File: src/design/div_cfg_pkg.sv
package div_cfg_pkg;

  // Operand and result width.
  localparam int DATA_W = 8;

  // Width of the request tag that is echoed with the result.
  localparam int TAG_W = 4;

  // Iteration counter width, large enough to hold DATA_W.
  localparam int CNT_W = 4;

endpackage

File: src/design/div_op_pkg.sv
package div_op_pkg;

  // Divide unit opcodes.
  typedef enum logic [1:0] {
    OP_DIVU = 2'd0,
    OP_REMU = 2'd1,
    OP_DIV  = 2'd2,
    OP_REM  = 2'd3
  } div_op_e;

  // Divider core sequencing.
  typedef enum logic {
    ST_IDLE = 1'b0,
    ST_RUN  = 1'b1
  } core_state_e;

  // True for the two signed opcodes.
  function automatic logic is_signed(div_op_e op);
    return (op == OP_DIV) || (op == OP_REM);
  endfunction

  // True when the remainder is the requested result.
  function automatic logic wants_rem(div_op_e op);
    return (op == OP_REMU) || (op == OP_REM);
  endfunction

endpackage

File: src/design/div_operand_stage.sv
module div_operand_stage (
  input  logic                              i_clk,
  input  logic                              i_arst_n,
  input  logic                              i_cg,
  input  logic                              i_start,
  input  div_op_pkg::div_op_e               i_op,
  input  logic [div_cfg_pkg::DATA_W-1:0]    i_dividend,
  input  logic [div_cfg_pkg::DATA_W-1:0]    i_divisor,
  input  logic [div_cfg_pkg::TAG_W-1:0]     i_tag,
  input  logic                              i_result_done,
  output logic                              o_busy,
  output logic                              o_core_begin,
  output logic [div_cfg_pkg::DATA_W-1:0]    o_mag_dividend,
  output logic [div_cfg_pkg::DATA_W-1:0]    o_mag_divisor,
  output div_op_pkg::div_op_e               o_op,
  output logic                              o_neg_quot,
  output logic                              o_neg_rem,
  output logic                              o_div_zero,
  output logic [div_cfg_pkg::TAG_W-1:0]     o_tag
);

  logic                           busy_q;
  logic                           begin_q;
  logic                           accept;
  logic                           sgn;
  logic                           dvd_neg;
  logic                           dvs_neg;
  logic [div_cfg_pkg::DATA_W-1:0] dvd_mag;
  logic [div_cfg_pkg::DATA_W-1:0] dvs_mag;

  // Busy drops in the cycle where the result is presented.
  assign o_busy = busy_q && !i_result_done;
  assign accept = i_start && !o_busy;

  // Operand signs only matter for signed opcodes.
  assign sgn     = div_op_pkg::is_signed(i_op);
  assign dvd_neg = sgn && i_dividend[div_cfg_pkg::DATA_W-1];
  assign dvs_neg = sgn && i_divisor[div_cfg_pkg::DATA_W-1];

  // Most negative value maps onto its unsigned magnitude.
  assign dvd_mag = dvd_neg ? (~i_dividend + 1'b1) : i_dividend;
  assign dvs_mag = dvs_neg ? (~i_divisor + 1'b1) : i_divisor;

  always_ff @(posedge i_clk or negedge i_arst_n) begin
    if (!i_arst_n) begin
      busy_q  <= 1'b0;
      begin_q <= 1'b0;
    end else if (i_cg) begin
      begin_q <= accept;
      if (accept) begin
        busy_q <= 1'b1;
      end else if (i_result_done) begin
        busy_q <= 1'b0;
      end
    end
  end

  // Request payload, held until the next accepted start.
  always_ff @(posedge i_clk) begin
    if (i_cg && accept) begin
      o_op           <= i_op;
      o_tag          <= i_tag;
      o_mag_dividend <= dvd_mag;
      o_mag_divisor  <= dvs_mag;
      o_neg_quot     <= dvd_neg ^ dvs_neg;
      o_neg_rem      <= dvd_neg;
      o_div_zero     <= (i_divisor == '0);
    end
  end

  assign o_core_begin = begin_q;

endmodule

File: src/design/div_core.sv
module div_core (
  input  logic                              i_clk,
  input  logic                              i_arst_n,
  input  logic                              i_cg,
  input  logic                              i_begin,
  input  logic [div_cfg_pkg::DATA_W-1:0]    i_dividend,
  input  logic [div_cfg_pkg::DATA_W-1:0]    i_divisor,
  output logic                              o_done,
  output logic [div_cfg_pkg::DATA_W-1:0]    o_quotient,
  output logic [div_cfg_pkg::DATA_W-1:0]    o_remainder
);

  div_op_pkg::core_state_e          state_q;
  logic [div_cfg_pkg::CNT_W-1:0]    cnt_q;
  logic                             done_q;
  logic [div_cfg_pkg::DATA_W-1:0]   divisor_q;
  logic [2*div_cfg_pkg::DATA_W-1:0] qr_q;
  logic [div_cfg_pkg::DATA_W:0]     diff;
  logic                             last;

  // Counter reaches zero on this enabled edge.
  assign last = (state_q == div_op_pkg::ST_RUN) && (cnt_q == div_cfg_pkg::CNT_W'(1));

  // Trial subtraction of the divisor from the partial remainder.
  assign diff = qr_q[2*div_cfg_pkg::DATA_W-1:div_cfg_pkg::DATA_W-1] - {1'b0, divisor_q};

  always_ff @(posedge i_clk or negedge i_arst_n) begin
    if (!i_arst_n) begin
      state_q <= div_op_pkg::ST_IDLE;
      cnt_q   <= '0;
      done_q  <= 1'b0;
    end else if (i_cg) begin
      done_q <= last;
      if (i_begin) begin
        state_q <= div_op_pkg::ST_RUN;
        cnt_q   <= div_cfg_pkg::CNT_W'(div_cfg_pkg::DATA_W);
      end else if (state_q == div_op_pkg::ST_RUN) begin
        cnt_q <= cnt_q - 1'b1;
        if (last) begin
          state_q <= div_op_pkg::ST_IDLE;
        end
      end
    end
  end

  // Upper half holds the remainder, lower half collects quotient bits.
  always_ff @(posedge i_clk) begin
    if (i_cg) begin
      if (i_begin) begin
        qr_q      <= {{div_cfg_pkg::DATA_W{1'b0}}, i_dividend};
        divisor_q <= i_divisor;
      end else if (state_q == div_op_pkg::ST_RUN) begin
        if (diff[div_cfg_pkg::DATA_W]) begin
          qr_q <= qr_q << 1;
        end else begin
          qr_q <= {diff[div_cfg_pkg::DATA_W-1:0], qr_q[div_cfg_pkg::DATA_W-2:0], 1'b1};
        end
      end
    end
  end

  assign o_done      = done_q;
  assign o_remainder = qr_q[2*div_cfg_pkg::DATA_W-1:div_cfg_pkg::DATA_W];
  assign o_quotient  = qr_q[div_cfg_pkg::DATA_W-1:0];

endmodule

File: src/design/div_result_stage.sv
module div_result_stage (
  input  logic                              i_clk,
  input  logic                              i_arst_n,
  input  logic                              i_cg,
  input  logic                              i_core_done,
  input  logic [div_cfg_pkg::DATA_W-1:0]    i_quotient,
  input  logic [div_cfg_pkg::DATA_W-1:0]    i_remainder,
  input  div_op_pkg::div_op_e               i_op,
  input  logic                              i_neg_quot,
  input  logic                              i_neg_rem,
  input  logic                              i_div_zero,
  input  logic [div_cfg_pkg::TAG_W-1:0]     i_tag,
  output logic                              o_done,
  output logic [div_cfg_pkg::DATA_W-1:0]    o_result,
  output logic [div_cfg_pkg::TAG_W-1:0]     o_tag
);

  logic [div_cfg_pkg::DATA_W-1:0] quot_fix;
  logic [div_cfg_pkg::DATA_W-1:0] rem_fix;
  logic [div_cfg_pkg::DATA_W-1:0] result_d;

  // A zero divisor keeps the all-ones quotient unsigned.
  assign quot_fix = (i_neg_quot && !i_div_zero) ? (~i_quotient + 1'b1) : i_quotient;

  // Remainder follows the dividend sign.
  assign rem_fix = i_neg_rem ? (~i_remainder + 1'b1) : i_remainder;

  assign result_d = div_op_pkg::wants_rem(i_op) ? rem_fix : quot_fix;

  always_ff @(posedge i_clk or negedge i_arst_n) begin
    if (!i_arst_n) begin
      o_done   <= 1'b0;
      o_result <= '0;
      o_tag    <= '0;
    end else if (i_cg) begin
      o_done <= i_core_done;
      // Result holds until the next completion.
      if (i_core_done) begin
        o_result <= result_d;
        o_tag    <= i_tag;
      end
    end
  end

endmodule

File: src/design/div_unit.sv
module div_unit (
  input  logic                              i_clk,
  input  logic                              i_arst_n,
  input  logic                              i_cg,
  input  logic                              i_start,
  input  div_op_pkg::div_op_e               i_op,
  input  logic [div_cfg_pkg::DATA_W-1:0]    i_dividend,
  input  logic [div_cfg_pkg::DATA_W-1:0]    i_divisor,
  input  logic [div_cfg_pkg::TAG_W-1:0]     i_tag,
  output logic                              o_busy,
  output logic                              o_done,
  output logic [div_cfg_pkg::DATA_W-1:0]    o_result,
  output logic [div_cfg_pkg::TAG_W-1:0]     o_tag
);

  logic                           core_begin;
  logic                           core_done;
  logic                           result_done;
  logic [div_cfg_pkg::DATA_W-1:0] mag_dividend;
  logic [div_cfg_pkg::DATA_W-1:0] mag_divisor;
  logic [div_cfg_pkg::DATA_W-1:0] raw_quotient;
  logic [div_cfg_pkg::DATA_W-1:0] raw_remainder;
  div_op_pkg::div_op_e            op_q;
  logic                           neg_quot;
  logic                           neg_rem;
  logic                           div_zero;
  logic [div_cfg_pkg::TAG_W-1:0]  tag_q;

  div_operand_stage u_operand (
    .i_clk          (i_clk),
    .i_arst_n       (i_arst_n),
    .i_cg           (i_cg),
    .i_start        (i_start),
    .i_op           (i_op),
    .i_dividend     (i_dividend),
    .i_divisor      (i_divisor),
    .i_tag          (i_tag),
    .i_result_done  (result_done),
    .o_busy         (o_busy),
    .o_core_begin   (core_begin),
    .o_mag_dividend (mag_dividend),
    .o_mag_divisor  (mag_divisor),
    .o_op           (op_q),
    .o_neg_quot     (neg_quot),
    .o_neg_rem      (neg_rem),
    .o_div_zero     (div_zero),
    .o_tag          (tag_q)
  );

  div_core u_core (
    .i_clk       (i_clk),
    .i_arst_n    (i_arst_n),
    .i_cg        (i_cg),
    .i_begin     (core_begin),
    .i_dividend  (mag_dividend),
    .i_divisor   (mag_divisor),
    .o_done      (core_done),
    .o_quotient  (raw_quotient),
    .o_remainder (raw_remainder)
  );

  div_result_stage u_result (
    .i_clk       (i_clk),
    .i_arst_n    (i_arst_n),
    .i_cg        (i_cg),
    .i_core_done (core_done),
    .i_quotient  (raw_quotient),
    .i_remainder (raw_remainder),
    .i_op        (op_q),
    .i_neg_quot  (neg_quot),
    .i_neg_rem   (neg_rem),
    .i_div_zero  (div_zero),
    .i_tag       (tag_q),
    .o_done      (result_done),
    .o_result    (o_result),
    .o_tag       (o_tag)
  );

  // Completion also releases the operand stage.
  assign o_done = result_done;

endmodule

File: config.mk
export PLATFORM = sky130hd
export DESIGN_NAME = div_unit
export DESIGN_NICKNAME = d
export VERILOG_FILES = /design/src/design/div_cfg_pkg.sv /design/src/design/div_op_pkg.sv /design/src/design/div_operand_stage.sv /design/src/design/div_core.sv /design/src/design/div_result_stage.sv /design/src/design/div_unit.sv
export SDC_FILE = /design/constraint.sdc
export NUM_CORES = 1
export LEC_CHECK = 0
export BUFFER_PORTS_ARGS = -buffer_cell sky130_fd_sc_hd__buf_2
export CORE_UTILIZATION = 60
export CTS_BUF_LIST = sky130_fd_sc_hd__clkbuf_2
export DETAILED_ROUTE_END_ITERATION = 7
export PLACE_DENSITY = 0.81
export SLEW_MARGIN = 20
export SYNTH_ARGS = -nofsm -noshare
export SYNTH_HDL_FRONTEND = slang
export SYNTH_SLANG_ARGS = --single-unit
File: constraint.sdc
create_clock -name i_clk -period 3.2 [get_ports i_clk]
set_input_delay 0.64 -clock i_clk [delete_from_list [all_inputs] [get_ports i_clk]]
set_output_delay 0.64 -clock i_clk [all_outputs]
set_load 0.005 [all_outputs]
==> impl_metrics.tcl, run 1 <==
set metrics [dict create \
    run_status "finished, final reports clean" \
    crit_type "flip-flop to flip-flop" \
    crit_path_start_kind "flip-flop" \
    area_growth_pct 9.65 \
    crit_cells 9 \
    seqPwrFrac 0.473 \
    synthCells 322 \
    switchingPower_mw 1.21 \
    die_w_um 79.8 \
    antenna_found_initial 0 \
    maxCapViolCount 0 \
    drc_errors 0 \
    rows 27 \
    required_ns 3.44 \
    root_buffer "clkbuf_2" \
    worstMarginPinSlew_ns 0.674 \
    combPwrFrac 0.406 \
    synth-edff-count 48 \
    ys_seq_area_frac 0.542 \
    synth_flop_cell "edfxtp_1" \
    rsz0062_at_grt "no" \
    crit_fanout 7 \
    finalHoldViolCount 0 \
    slowest_stage "edfxtp_1" \
    cts_setup_buffers 0 \
    nNetsFinal 407 \
    coreArea_sq_um 5680 \
    tritoncts "built" \
    cts_buffer_depth 2 \
    synthArstFlopShare 0.304 \
    crit_arrival_ns 2.75 \
    cpMostUsedCell "inv_1" \
    diodes 0 \
    grt_pass1_wl_um 10400 \
    cts_resized 0 \
    htreeDepth 3 \
    pwr-share-clk 0.121 \
    endpoint_kind "flip-flop" \
    dr.pass1.iters 5 \
    setup-tns-final_ns 0 \
    cts_num_sinks 69 \
    rr_worst_depth 9 \
    netlist_area_sq_um 3630 \
    crit_chain "inv_1 > ha_1 > inv_1 > fa_1 > a211oi_2 > nor3_2 > mux2_4 > and4_1 > a31o_1" \
    num_vias 2529 \
    fin_util 0.701 \
    post_drt_wl_per_cell_um 14.5 \
    switching_share 0.381 \
    dieArea_sq_um 6360 \
    ys.warnings.count 0 \
    grt_pass1_vias 2349 \
    multiInputGateArea_sq_um 1530 \
    io_pins 40 \
    powerDensity_nw_per_um2 797 \
    cpLargestDelayFamily "adder cells" \
    drt_iter0_drc 150 \
    slew_viol_final 0 \
    finalClockSkew_ns 0.0158 \
    synth_cell_types 52 \
    placed_cells 427 \
    drive_gt1_frac 0.208 \
    cts.clk_slew.worst_paths_ns 0.18 \
    setup_violations 0 \
    fp.dieH_um 79.8 \
    numCtsBuffers 9 \
    max-vdd-ir-drop_v 0.000397 \
    period_minus_slack_ns 2.52 \
    synth_area_per_cell_sq_um 11.3 \
    gr-total-overflow 0 \
    path_buf_inv 2 \
    p_leak_nw 1.69 \
    relSlewSlack 0.550 \
    synth_nets 363 \
    ys_seq_elements 69 \
    viasPerCell 5.71 \
    grt_use_total 0.220 \
    hold_class "input pin to asynchronous set/reset pin" \
    p_int_mw 1.96 \
    stdcell_count 443 \
    grt_max_degree 25 \
    timing.fmax_mhz 397 \
    drtAntennaViolNets 0 \
    gp_congestion 0.879 \
    ff_latch_area_sq_um 1970 \
    cts-hold-fix-buffers 0 \
    wl_um 6420 \
    fin_crit_sh 0.786 \
    pre_cts_ws_ns 0.726 \
    initial_core_util 0.640 \
    dp_hpwl_um 4830 \
    critical_path.max_stage_delay_ns 0.43 \
    portBuffers 39 \
    hold-worst-slack_ns 0.0958 \
    finalWorstSetupSlack_ns 0.684 \
    nFillCells 427 \
    clock_latency_ns 0.47 \
]
[power groups by stage]
stage / registers (mW) / logic (mW) / clock network, mW
floorplan: 1.46 / 0.956 / 0
global placement: 1.51 / 1.24 / 0
detailed placement: 1.52 / 1.28 / 0
CTS: 1.50 / 1.28 / 0.398
global route: 1.53 / 1.43 / 0.437
finish: 1.50 / 1.29 / 0.385
[state kept, by name, indices dropped and copies added, names as in the netlist]
register	cells
u_core.qr_q	16
u_result.o_done	1
u_operand.o_core_begin	1
u_operand.o_neg_quot	1
u_operand.o_mag_dividend	8
u_operand.o_neg_rem	1
u_core.divisor_q	8
u_result.o_result	8
u_operand.busy_q	1
u_operand.o_op	1
u_core.cnt_q	4
u_operand.o_mag_divisor	8
u_operand.o_tag	4
u_core.state_q	1
u_core.o_done	1
u_operand.o_div_zero	1
u_result.o_tag	4
[stage by stage]
step | total power [mW] | instance area, sq um
floorplan | 2.42 | 3630
global placement | 2.74 | 3900
detailed placement | 2.80 | 3900
CTS | 3.18 | 3980
global route | 3.40 | 3980
finish | 3.17 | 3980
[layout by cell type (no fill, tap or decap), types with 2 or more instances in the layout]
cell type	instances
a211oi_1	2
buf_4	2
clkbuf_2	12
nand4_1	3
nand2_1	29
dfrtp_1	21
o31a_1	2
edfxtp_1	48
nand3b_1	2
buf_2	39
a21oi_1	18
a21o_1	2
nor2_2	2
o21ai_0	25
nand2b_1	2
clkinv_1	2
nor2_1	15
o31ai_1	7
o22ai_1	3
a211oi_2	2
o21bai_1	2
nand3_1	5
and2_1	2
xnor2_1	7
clkinv_2	2
a21boi_0	3
inv_1	28
mux2_2	11
o41ai_2	2
mux2i_1	3
nor2b_1	4
nor3_1	6
ha_1	14
xor2_1	19
nor3b_1	2
nor4_1	3
[worst register-to-register path, stage by stage (launching register included)]
cell,delay [ns]
edfxtp_1,0.43
inv_1,0.09
ha_1,0.16
inv_1,0.05
fa_1,0.43
a211oi_2,0.29
nor3_2,0.11
mux2_4,0.35
and4_1,0.20
a31o_1,0.17
[path summary, 6_finish.rpt]
check,from,end,slack [ns]
max reg2reg,u_core.qr_q[7],u_core.qr_q[13],0.68
min in group i_clk,i_tag[0],u_operand.o_tag[0],0.33
max,u_core.qr_q[7],u_core.qr_q[13],0.68
max in group asynchronous,i_arst_n,u_result.o_result[1],2.77
min reg2reg,u_operand.o_mag_divisor[5],u_core.divisor_q[5],0.43
min,i_arst_n,u_core.cnt_q[2],0.1
[cell type report]
class,instances,area share
well taps,72,0.0226
clock inverters,4,0.00440
multi-input cells,217,0.384
flip-flops and latches,69,0.494
repair buffers,41,0.0528
clock buffers,12,0.0151
inverters,28,0.0264
[Yosys cell counts, drive strengths merged (5+ instances only)]
library cell  count  area (sq um)
nand2            29           109
o21ai            25           125
mux2             12           139
edfxtp           48          1440
nand3             5          25.0
xor2             19           166
clkbuf            8          30.0
nor2             17          66.3
xnor2             7          61.3
a21oi            18          90.1
inv              28           105
dfrtp            21           526
o31ai             7          52.6
ha               14           175
nor3              7          40.0
[routing by layer]
| layer | wire length [um] | global-route usage |
|---|---|---|
| met5 | 0 | 0 |
| met3 | 283 | 0.0571 |
| met4 | 109 | 0.0857 |
| met1 | 2800 | 0.268 |
| met2 | 3230 | 0.374 |
[cells by family (layout without fill, tap and decap cells)]
group / Yosys count / in the layout / share of synthesized area
adders and majority gates: 15 / 15 / 0.0538
and+or+nand+nor: 84 / 84 / 0.118
muxes: 16 / 16 / 0.0503
DFF: 69 / 69 / 0.542
xor gates and xnor gates: 26 / 26 / 0.0627
AOI/OAI and AO/OA: 76 / 76 / 0.137
buffers and inverters: 36 / 85 / 0.0372
(Power assumes the default switching activity.)
==> run 2: changes to the inputs <==
CORE_UTILIZATION = 55   (was 60)
PLACE_DENSITY = 0.79   (was 0.81)
clock period = 2.2 ns   (was 3.2 ns; I/O delays follow)
==> impl_metrics.tcl, run 2 (synthesis gave the netlist of run 1 again) <==
set metrics [dict create \
    fin_util 0.672 \
    largest_reg_flops 16 \
    ff2ff_setup_slack_ns -0.14 \
    cts_buffer_depth 2 \
    wl_um 6940 \
    dieArea_sq_um 6930 \
    run_status "finished with violations" \
    drc_errors 0 \
    coreArea_sq_um 6350 \
    timing.fmax_mhz 428 \
    drive_gt1_frac 0.277 \
    cts.clk_slew.worst_paths_ns 0.19 \
    path_buf_inv 3 \
    crit_fanout 3 \
    powerDensity_nw_per_um2 1240 \
    root_buffer "clkbuf_2" \
    nNetsFinal 430 \
    rsz0062_at_grt "yes" \
    critical_path.max_stage_delay_ns 0.45 \
    rows 29 \
    htreeDepth 3 \
    grt_max_degree 25 \
    endpoint_kind "flip-flop" \
    gp_congestion 0.866 \
    antenna_found_initial 0 \
    placed_cells 449 \
    use_met3 0.0417 \
    slowest_stage "edfxtp_1" \
    viasPerCell 5.61 \
    top_register "u_core.qr_q" \
    fin_crit_sh 1.06 \
    area_growth_pct 17.6 \
    finalHoldViolCount 0 \
    clock_latency_ns 0.50 \
    cts_num_sinks 69 \
    setup-tns-final_ns -0.639 \
    worstMarginPinSlew_ns 0.679 \
    grt_use_total 0.219 \
    post_drt_wl_per_cell_um 14.7 \
    finalClockSkew_ns 0.0245 \
    crit_chain "inv_2 > ha_4 > inv_2 > fa_2 > a211oi_4 > nor3_2 > mux2_4 > buf_4 > a21oi_2 > a211oi_1" \
    setup_violations 9 \
    relSlewSlack 0.546 \
    crit_type "flip-flop to flip-flop" \
    finalWorstSetupSlack_ns -0.138 \
    power_mw 5.31 \
    use_met1 0.293 \
    busiest_layer "met2" \
    numCtsBuffers 9 \
    max-vdd-ir-drop_v 0.000659 \
    p_leak_nw 1.82 \
    crit_arrival_ns 2.60 \
    cpMostUsedCell "inv_2" \
    gr-usage-met2 0.340 \
    portBuffers 39 \
    stdcell_count 471 \
    drt_iter0_drc 166 \
    maxCapViolCount 0 \
    io_pins 40 \
    tritoncts "built" \
    dp_hpwl_um 4950 \
    die_w_um 83.2 \
    slew_viol_final 0 \
    grt_pass1_wl_um 11700 \
    drtAntennaViolNets 0 \
    initial_core_util 0.572 \
    period_minus_slack_ns 2.34 \
    dr.pass1.iters 6 \
    num_vias 2641 \
    nFillCells 447 \
    required_ns 2.46 \
    crit_path_start_kind "flip-flop" \
    grt_pass1_vias 2484 \
    violations "negative setup slack" \
    cpLargestDelayFamily "adder cells" \
    fp.dieH_um 83.2 \
    hold_class "input pin to flip-flop" \
    gr-total-overflow 0 \
    mostFrequentLayoutCells "edfxtp_1, buf_2, nand2_1" \
    final_common_cell "edfxtp_1" \
    diodes 0 \
]
==> run 2: per-stage QoR <==
step	hold slack, ns	setup WS (ns)	instance area [sq um]
after detailed placement	0.405	-0.166	4040
after global routing	0.0512	-0.198	4270
after global placement	0.401	-0.115	4040
after CTS	0.0703	-0.0700	4250
final	0.104	-0.138	4270
after floorplan	0.144	-0.147	3630
==> run 2: cell type report <==
class,count,area [sq um],area share
multi-input cells,217,1570,0.369
inverters,28,105,0.0246
well taps,77,96.3,0.0226
flip-flops and latches,69,1970,0.461
clock buffers,10,50.0,0.0117
repair buffers,64,389,0.0912
clock inverters,6,87.6,0.0205
==> run 2: where the power goes <==
| part | leakage [nW] | internal [mW] | switching [mW] | total [mW] |
|---|---|---|---|---|
| logic | 1.04 | 1.14 | 1.24 | 2.38 |
| clock network | 0.0742 | 0.378 | 0.454 | 0.832 |
| registers | 0.703 | 1.85 | 0.250 | 2.10 |
==> run 2: worst reg2reg max path, stage by stage (launching register included) <==
cell and delay (ns):
edfxtp_1 0.45, inv_2 0.10, ha_4 0.13, inv_2 0.04, fa_2 0.38, a211oi_4 0.24
nor3_2 0.10, mux2_4 0.33, buf_4 0.15, a21oi_2 0.13, a211oi_1 0.07
==> run 2: repair_timing <==
item                       CTS  global route
pin swaps                   12             1
hold endpoints to repair    21             0
hold buffers                 1             0
resized for setup           10             3
setup endpoints to repair    9             9
gates cloned                 0             0
buffers inserted             4             1
==> run 2: layer usage <==
metal,wire [um],up-vias
li1,-,1302
met1,3120,1255
met2,3400,66
met3,239,18
met4,187,0
met5,0,-
==> run 2: path summary, 6_finish.rpt <==
path / start / endpoint / depth (start not counted)
max reg2reg: u_core.qr_q[7] / u_core.qr_q[10] / 10
min reg2reg: u_operand.o_mag_divisor[0] / u_core.divisor_q[0] / 0
min: i_tag[3] / u_operand.o_tag[3] / 1
min in group asynchronous: i_arst_n / u_operand.busy_q / 2
max: u_core.qr_q[7] / u_core.qr_q[10] / 10
max in group asynchronous: i_arst_n / u_result.o_result[6] / 2
==> run 3: changes to the inputs <==
BUFFER_PORTS_ARGS = -buffer_cell sky130_fd_sc_hd__clkbuf_2   (was -buffer_cell sky130_fd_sc_hd__buf_2)
==> impl_metrics.tcl, run 3 (synthesis gave the netlist of run 1 again) <==
set metrics [dict create \
    drive_gt1_frac 0.279 \
    use_met3 0.0477 \
    switchingPower_mw 2.00 \
    cts.clk_slew.worst_paths_ns 0.19 \
    hold_class "input pin to flip-flop" \
    worstMarginPinSlew_ns 0.530 \
    seqPwrFrac 0.409 \
    rr_worst_depth 9 \
    slew_viol_final 0 \
    ff2ff_setup_slack_ns -0.09 \
    root_buffer "clkbuf_2" \
    busiest_layer "met2" \
    stdcell_count 471 \
    top_register "u_core.qr_q" \
    grt_pass1_wl_um 11800 \
    coreArea_sq_um 6350 \
    wl_um 7190 \
    cpMostUsedCell "inv_2" \
    critical_path.max_stage_delay_ns 0.43 \
    run_status "finished with violations" \
    placed_cells 450 \
    tritoncts "built" \
    timing.fmax_mhz 436 \
    crit_type "flip-flop to flip-flop" \
    rows 29 \
    gr-total-overflow 0 \
    hold_start "i_tag[3]" \
    p_leak_nw 1.82 \
    slowest_stage "edfxtp_1" \
    pre_cts_ws_ns -0.141 \
    numCtsBuffers 9 \
    viasPerCell 5.65 \
    dieArea_sq_um 6930 \
    powerDensity_nw_per_um2 1220 \
    cts_num_sinks 69 \
    final_common_cell "clkbuf_2" \
    antenna_found_initial 0 \
    max-vdd-ir-drop_v 0.000704 \
    pwr-share-clk 0.117 \
    num_vias 2663 \
    violations "negative setup slack" \
    rsz0062_at_grt "yes" \
    cpLargestDelayFamily "adder cells" \
    finalHoldViolCount 0 \
    maxCapViolCount 0 \
    finalWorstSetupSlack_ns -0.0920 \
    switching_share 0.388 \
    reg2reg_from "u_core.qr_q[7]" \
    drc_errors 0 \
    grt_max_degree 25 \
    mostFrequentLayoutCells "clkbuf_2, edfxtp_1, nand2_1" \
    post_drt_wl_per_cell_um 15.3 \
    relSlewSlack 0.646 \
    setup-tns-final_ns -0.542 \
    cts_buffer_depth 2 \
    crit_fanout 3 \
    fp.dieH_um 83.2 \
    gr-usage-met2 0.367 \
    finalInstanceArea_sq_um 4230 \
    drtAntennaViolNets 0 \
    power_mw 5.16 \
    grt_use_total 0.222 \
    holdPathEnd "u_operand.o_tag[3]" \
    htreeDepth 3 \
    die_w_um 83.2 \
    nFillCells 482 \
    nNetsFinal 430 \
    path_buf_inv 2 \
    placed_cell_area_sq_um 4050 \
    io_pins 40 \
    grt_pass1_vias 2571 \
    dp_hpwl_um 5180 \
    fin_crit_sh 1.04 \
    clock_latency_ns 0.51 \
    area_growth_pct 16.5 \
    gp_congestion 0.860 \
    dr.pass1.iters 4 \
    diodes 0 \
    largest_reg_flops 16 \
    crit_chain "inv_2 > ha_4 > inv_2 > fa_2 > a211oi_4 > nor3_2 > mux2_4 > and4_1 > a31o_1" \
    finalClockSkew_ns 0.0193 \
    required_ns 2.49 \
    r2r_end "u_core.qr_q[13]" \
    holdPathStages 1 \
    drt_iter0_drc 166 \
    initial_core_util 0.572 \
    endpoint_kind "flip-flop" \
    p_int_mw 3.16 \
    portBuffers 39 \
    use_met1 0.273 \
    crit_path_start_kind "flip-flop" \
    crit_arrival_ns 2.59 \
    period_minus_slack_ns 2.29 \
    combPwrFrac 0.474 \
    setup_violations 9 \
]
run 3: changes by cell type in the layout (fill, tap and decap cells not counted), sizes merged:
cell,before,now
clkbuf,10,50
inv,28,29
clkinvlp,3,0
bufinv,2,0
buf,63,24
clkinv,1,4
run 3: worst max path at each step:
stage,from,end,slack [ns],cells after the start
3_3_place_gp,u_core.qr_q[7],u_core.qr_q[13],-0.12,9
2_1_floorplan,u_core.qr_q[7],u_core.qr_q[13],-0.15,9
3_5_place_dp,u_core.qr_q[7],u_core.qr_q[13],-0.14,9
4_1_cts,u_core.qr_q[7],u_core.qr_q[13],-0.08,9
6_report,u_core.qr_q[7],u_core.qr_q[13],-0.09,9
5_1_grt,u_core.qr_q[7],u_core.qr_q[10],-0.19,10
run 3: what timing repair did:
action | CTS | global route
hold buffers | 1 | 0
setup buffers | 4 | 1
setup endpoints to repair | 8 | 9
pin swaps | 11 | 10
hold endpoints to repair | 21 | 0
gates resized for setup | 8 | 8
run 3: power by group through the flow:
stage                     Combinational, mW  Sequential (mW)  Clock (mW)
after floorplan                        1.40             2.13           0
after global placement                 2.10             2.12           0
after detailed placement               2.18             2.14           0
after CTS                              2.32             2.11       0.621
after global routing                   2.67             2.16       0.674
final                                  2.44             2.11       0.602
run 3: stage by stage:
stage	utilization	hold WS, ns
2_1_floorplan	-	0.144
3_3_place_gp	0.637	0.401
3_5_place_dp	0.637	0.409
4_1_cts	0.660	0.0539
5_1_grt	0.666	0.0122
6_report	0.666	0.0871
run 3: layout make-up:
class	count	area [sq um]	area share
flip-flops and latches	69	1970	0.465
inverters	28	105	0.0249
clock buffers	11	55.1	0.0130
multi-input cells	217	1590	0.376
clock inverters	5	27.5	0.00651
well taps	77	96.3	0.0228
repair buffers	64	389	0.0920
run 3: metal layers:
metal | part of all wire | vias to the layer above
met3 | 0.050 | 13
met4 | 0.021 | 0
met2 | 0.50 | 73
met1 | 0.43 | 1274
li1 | - | 1303
met5 | 0 | -
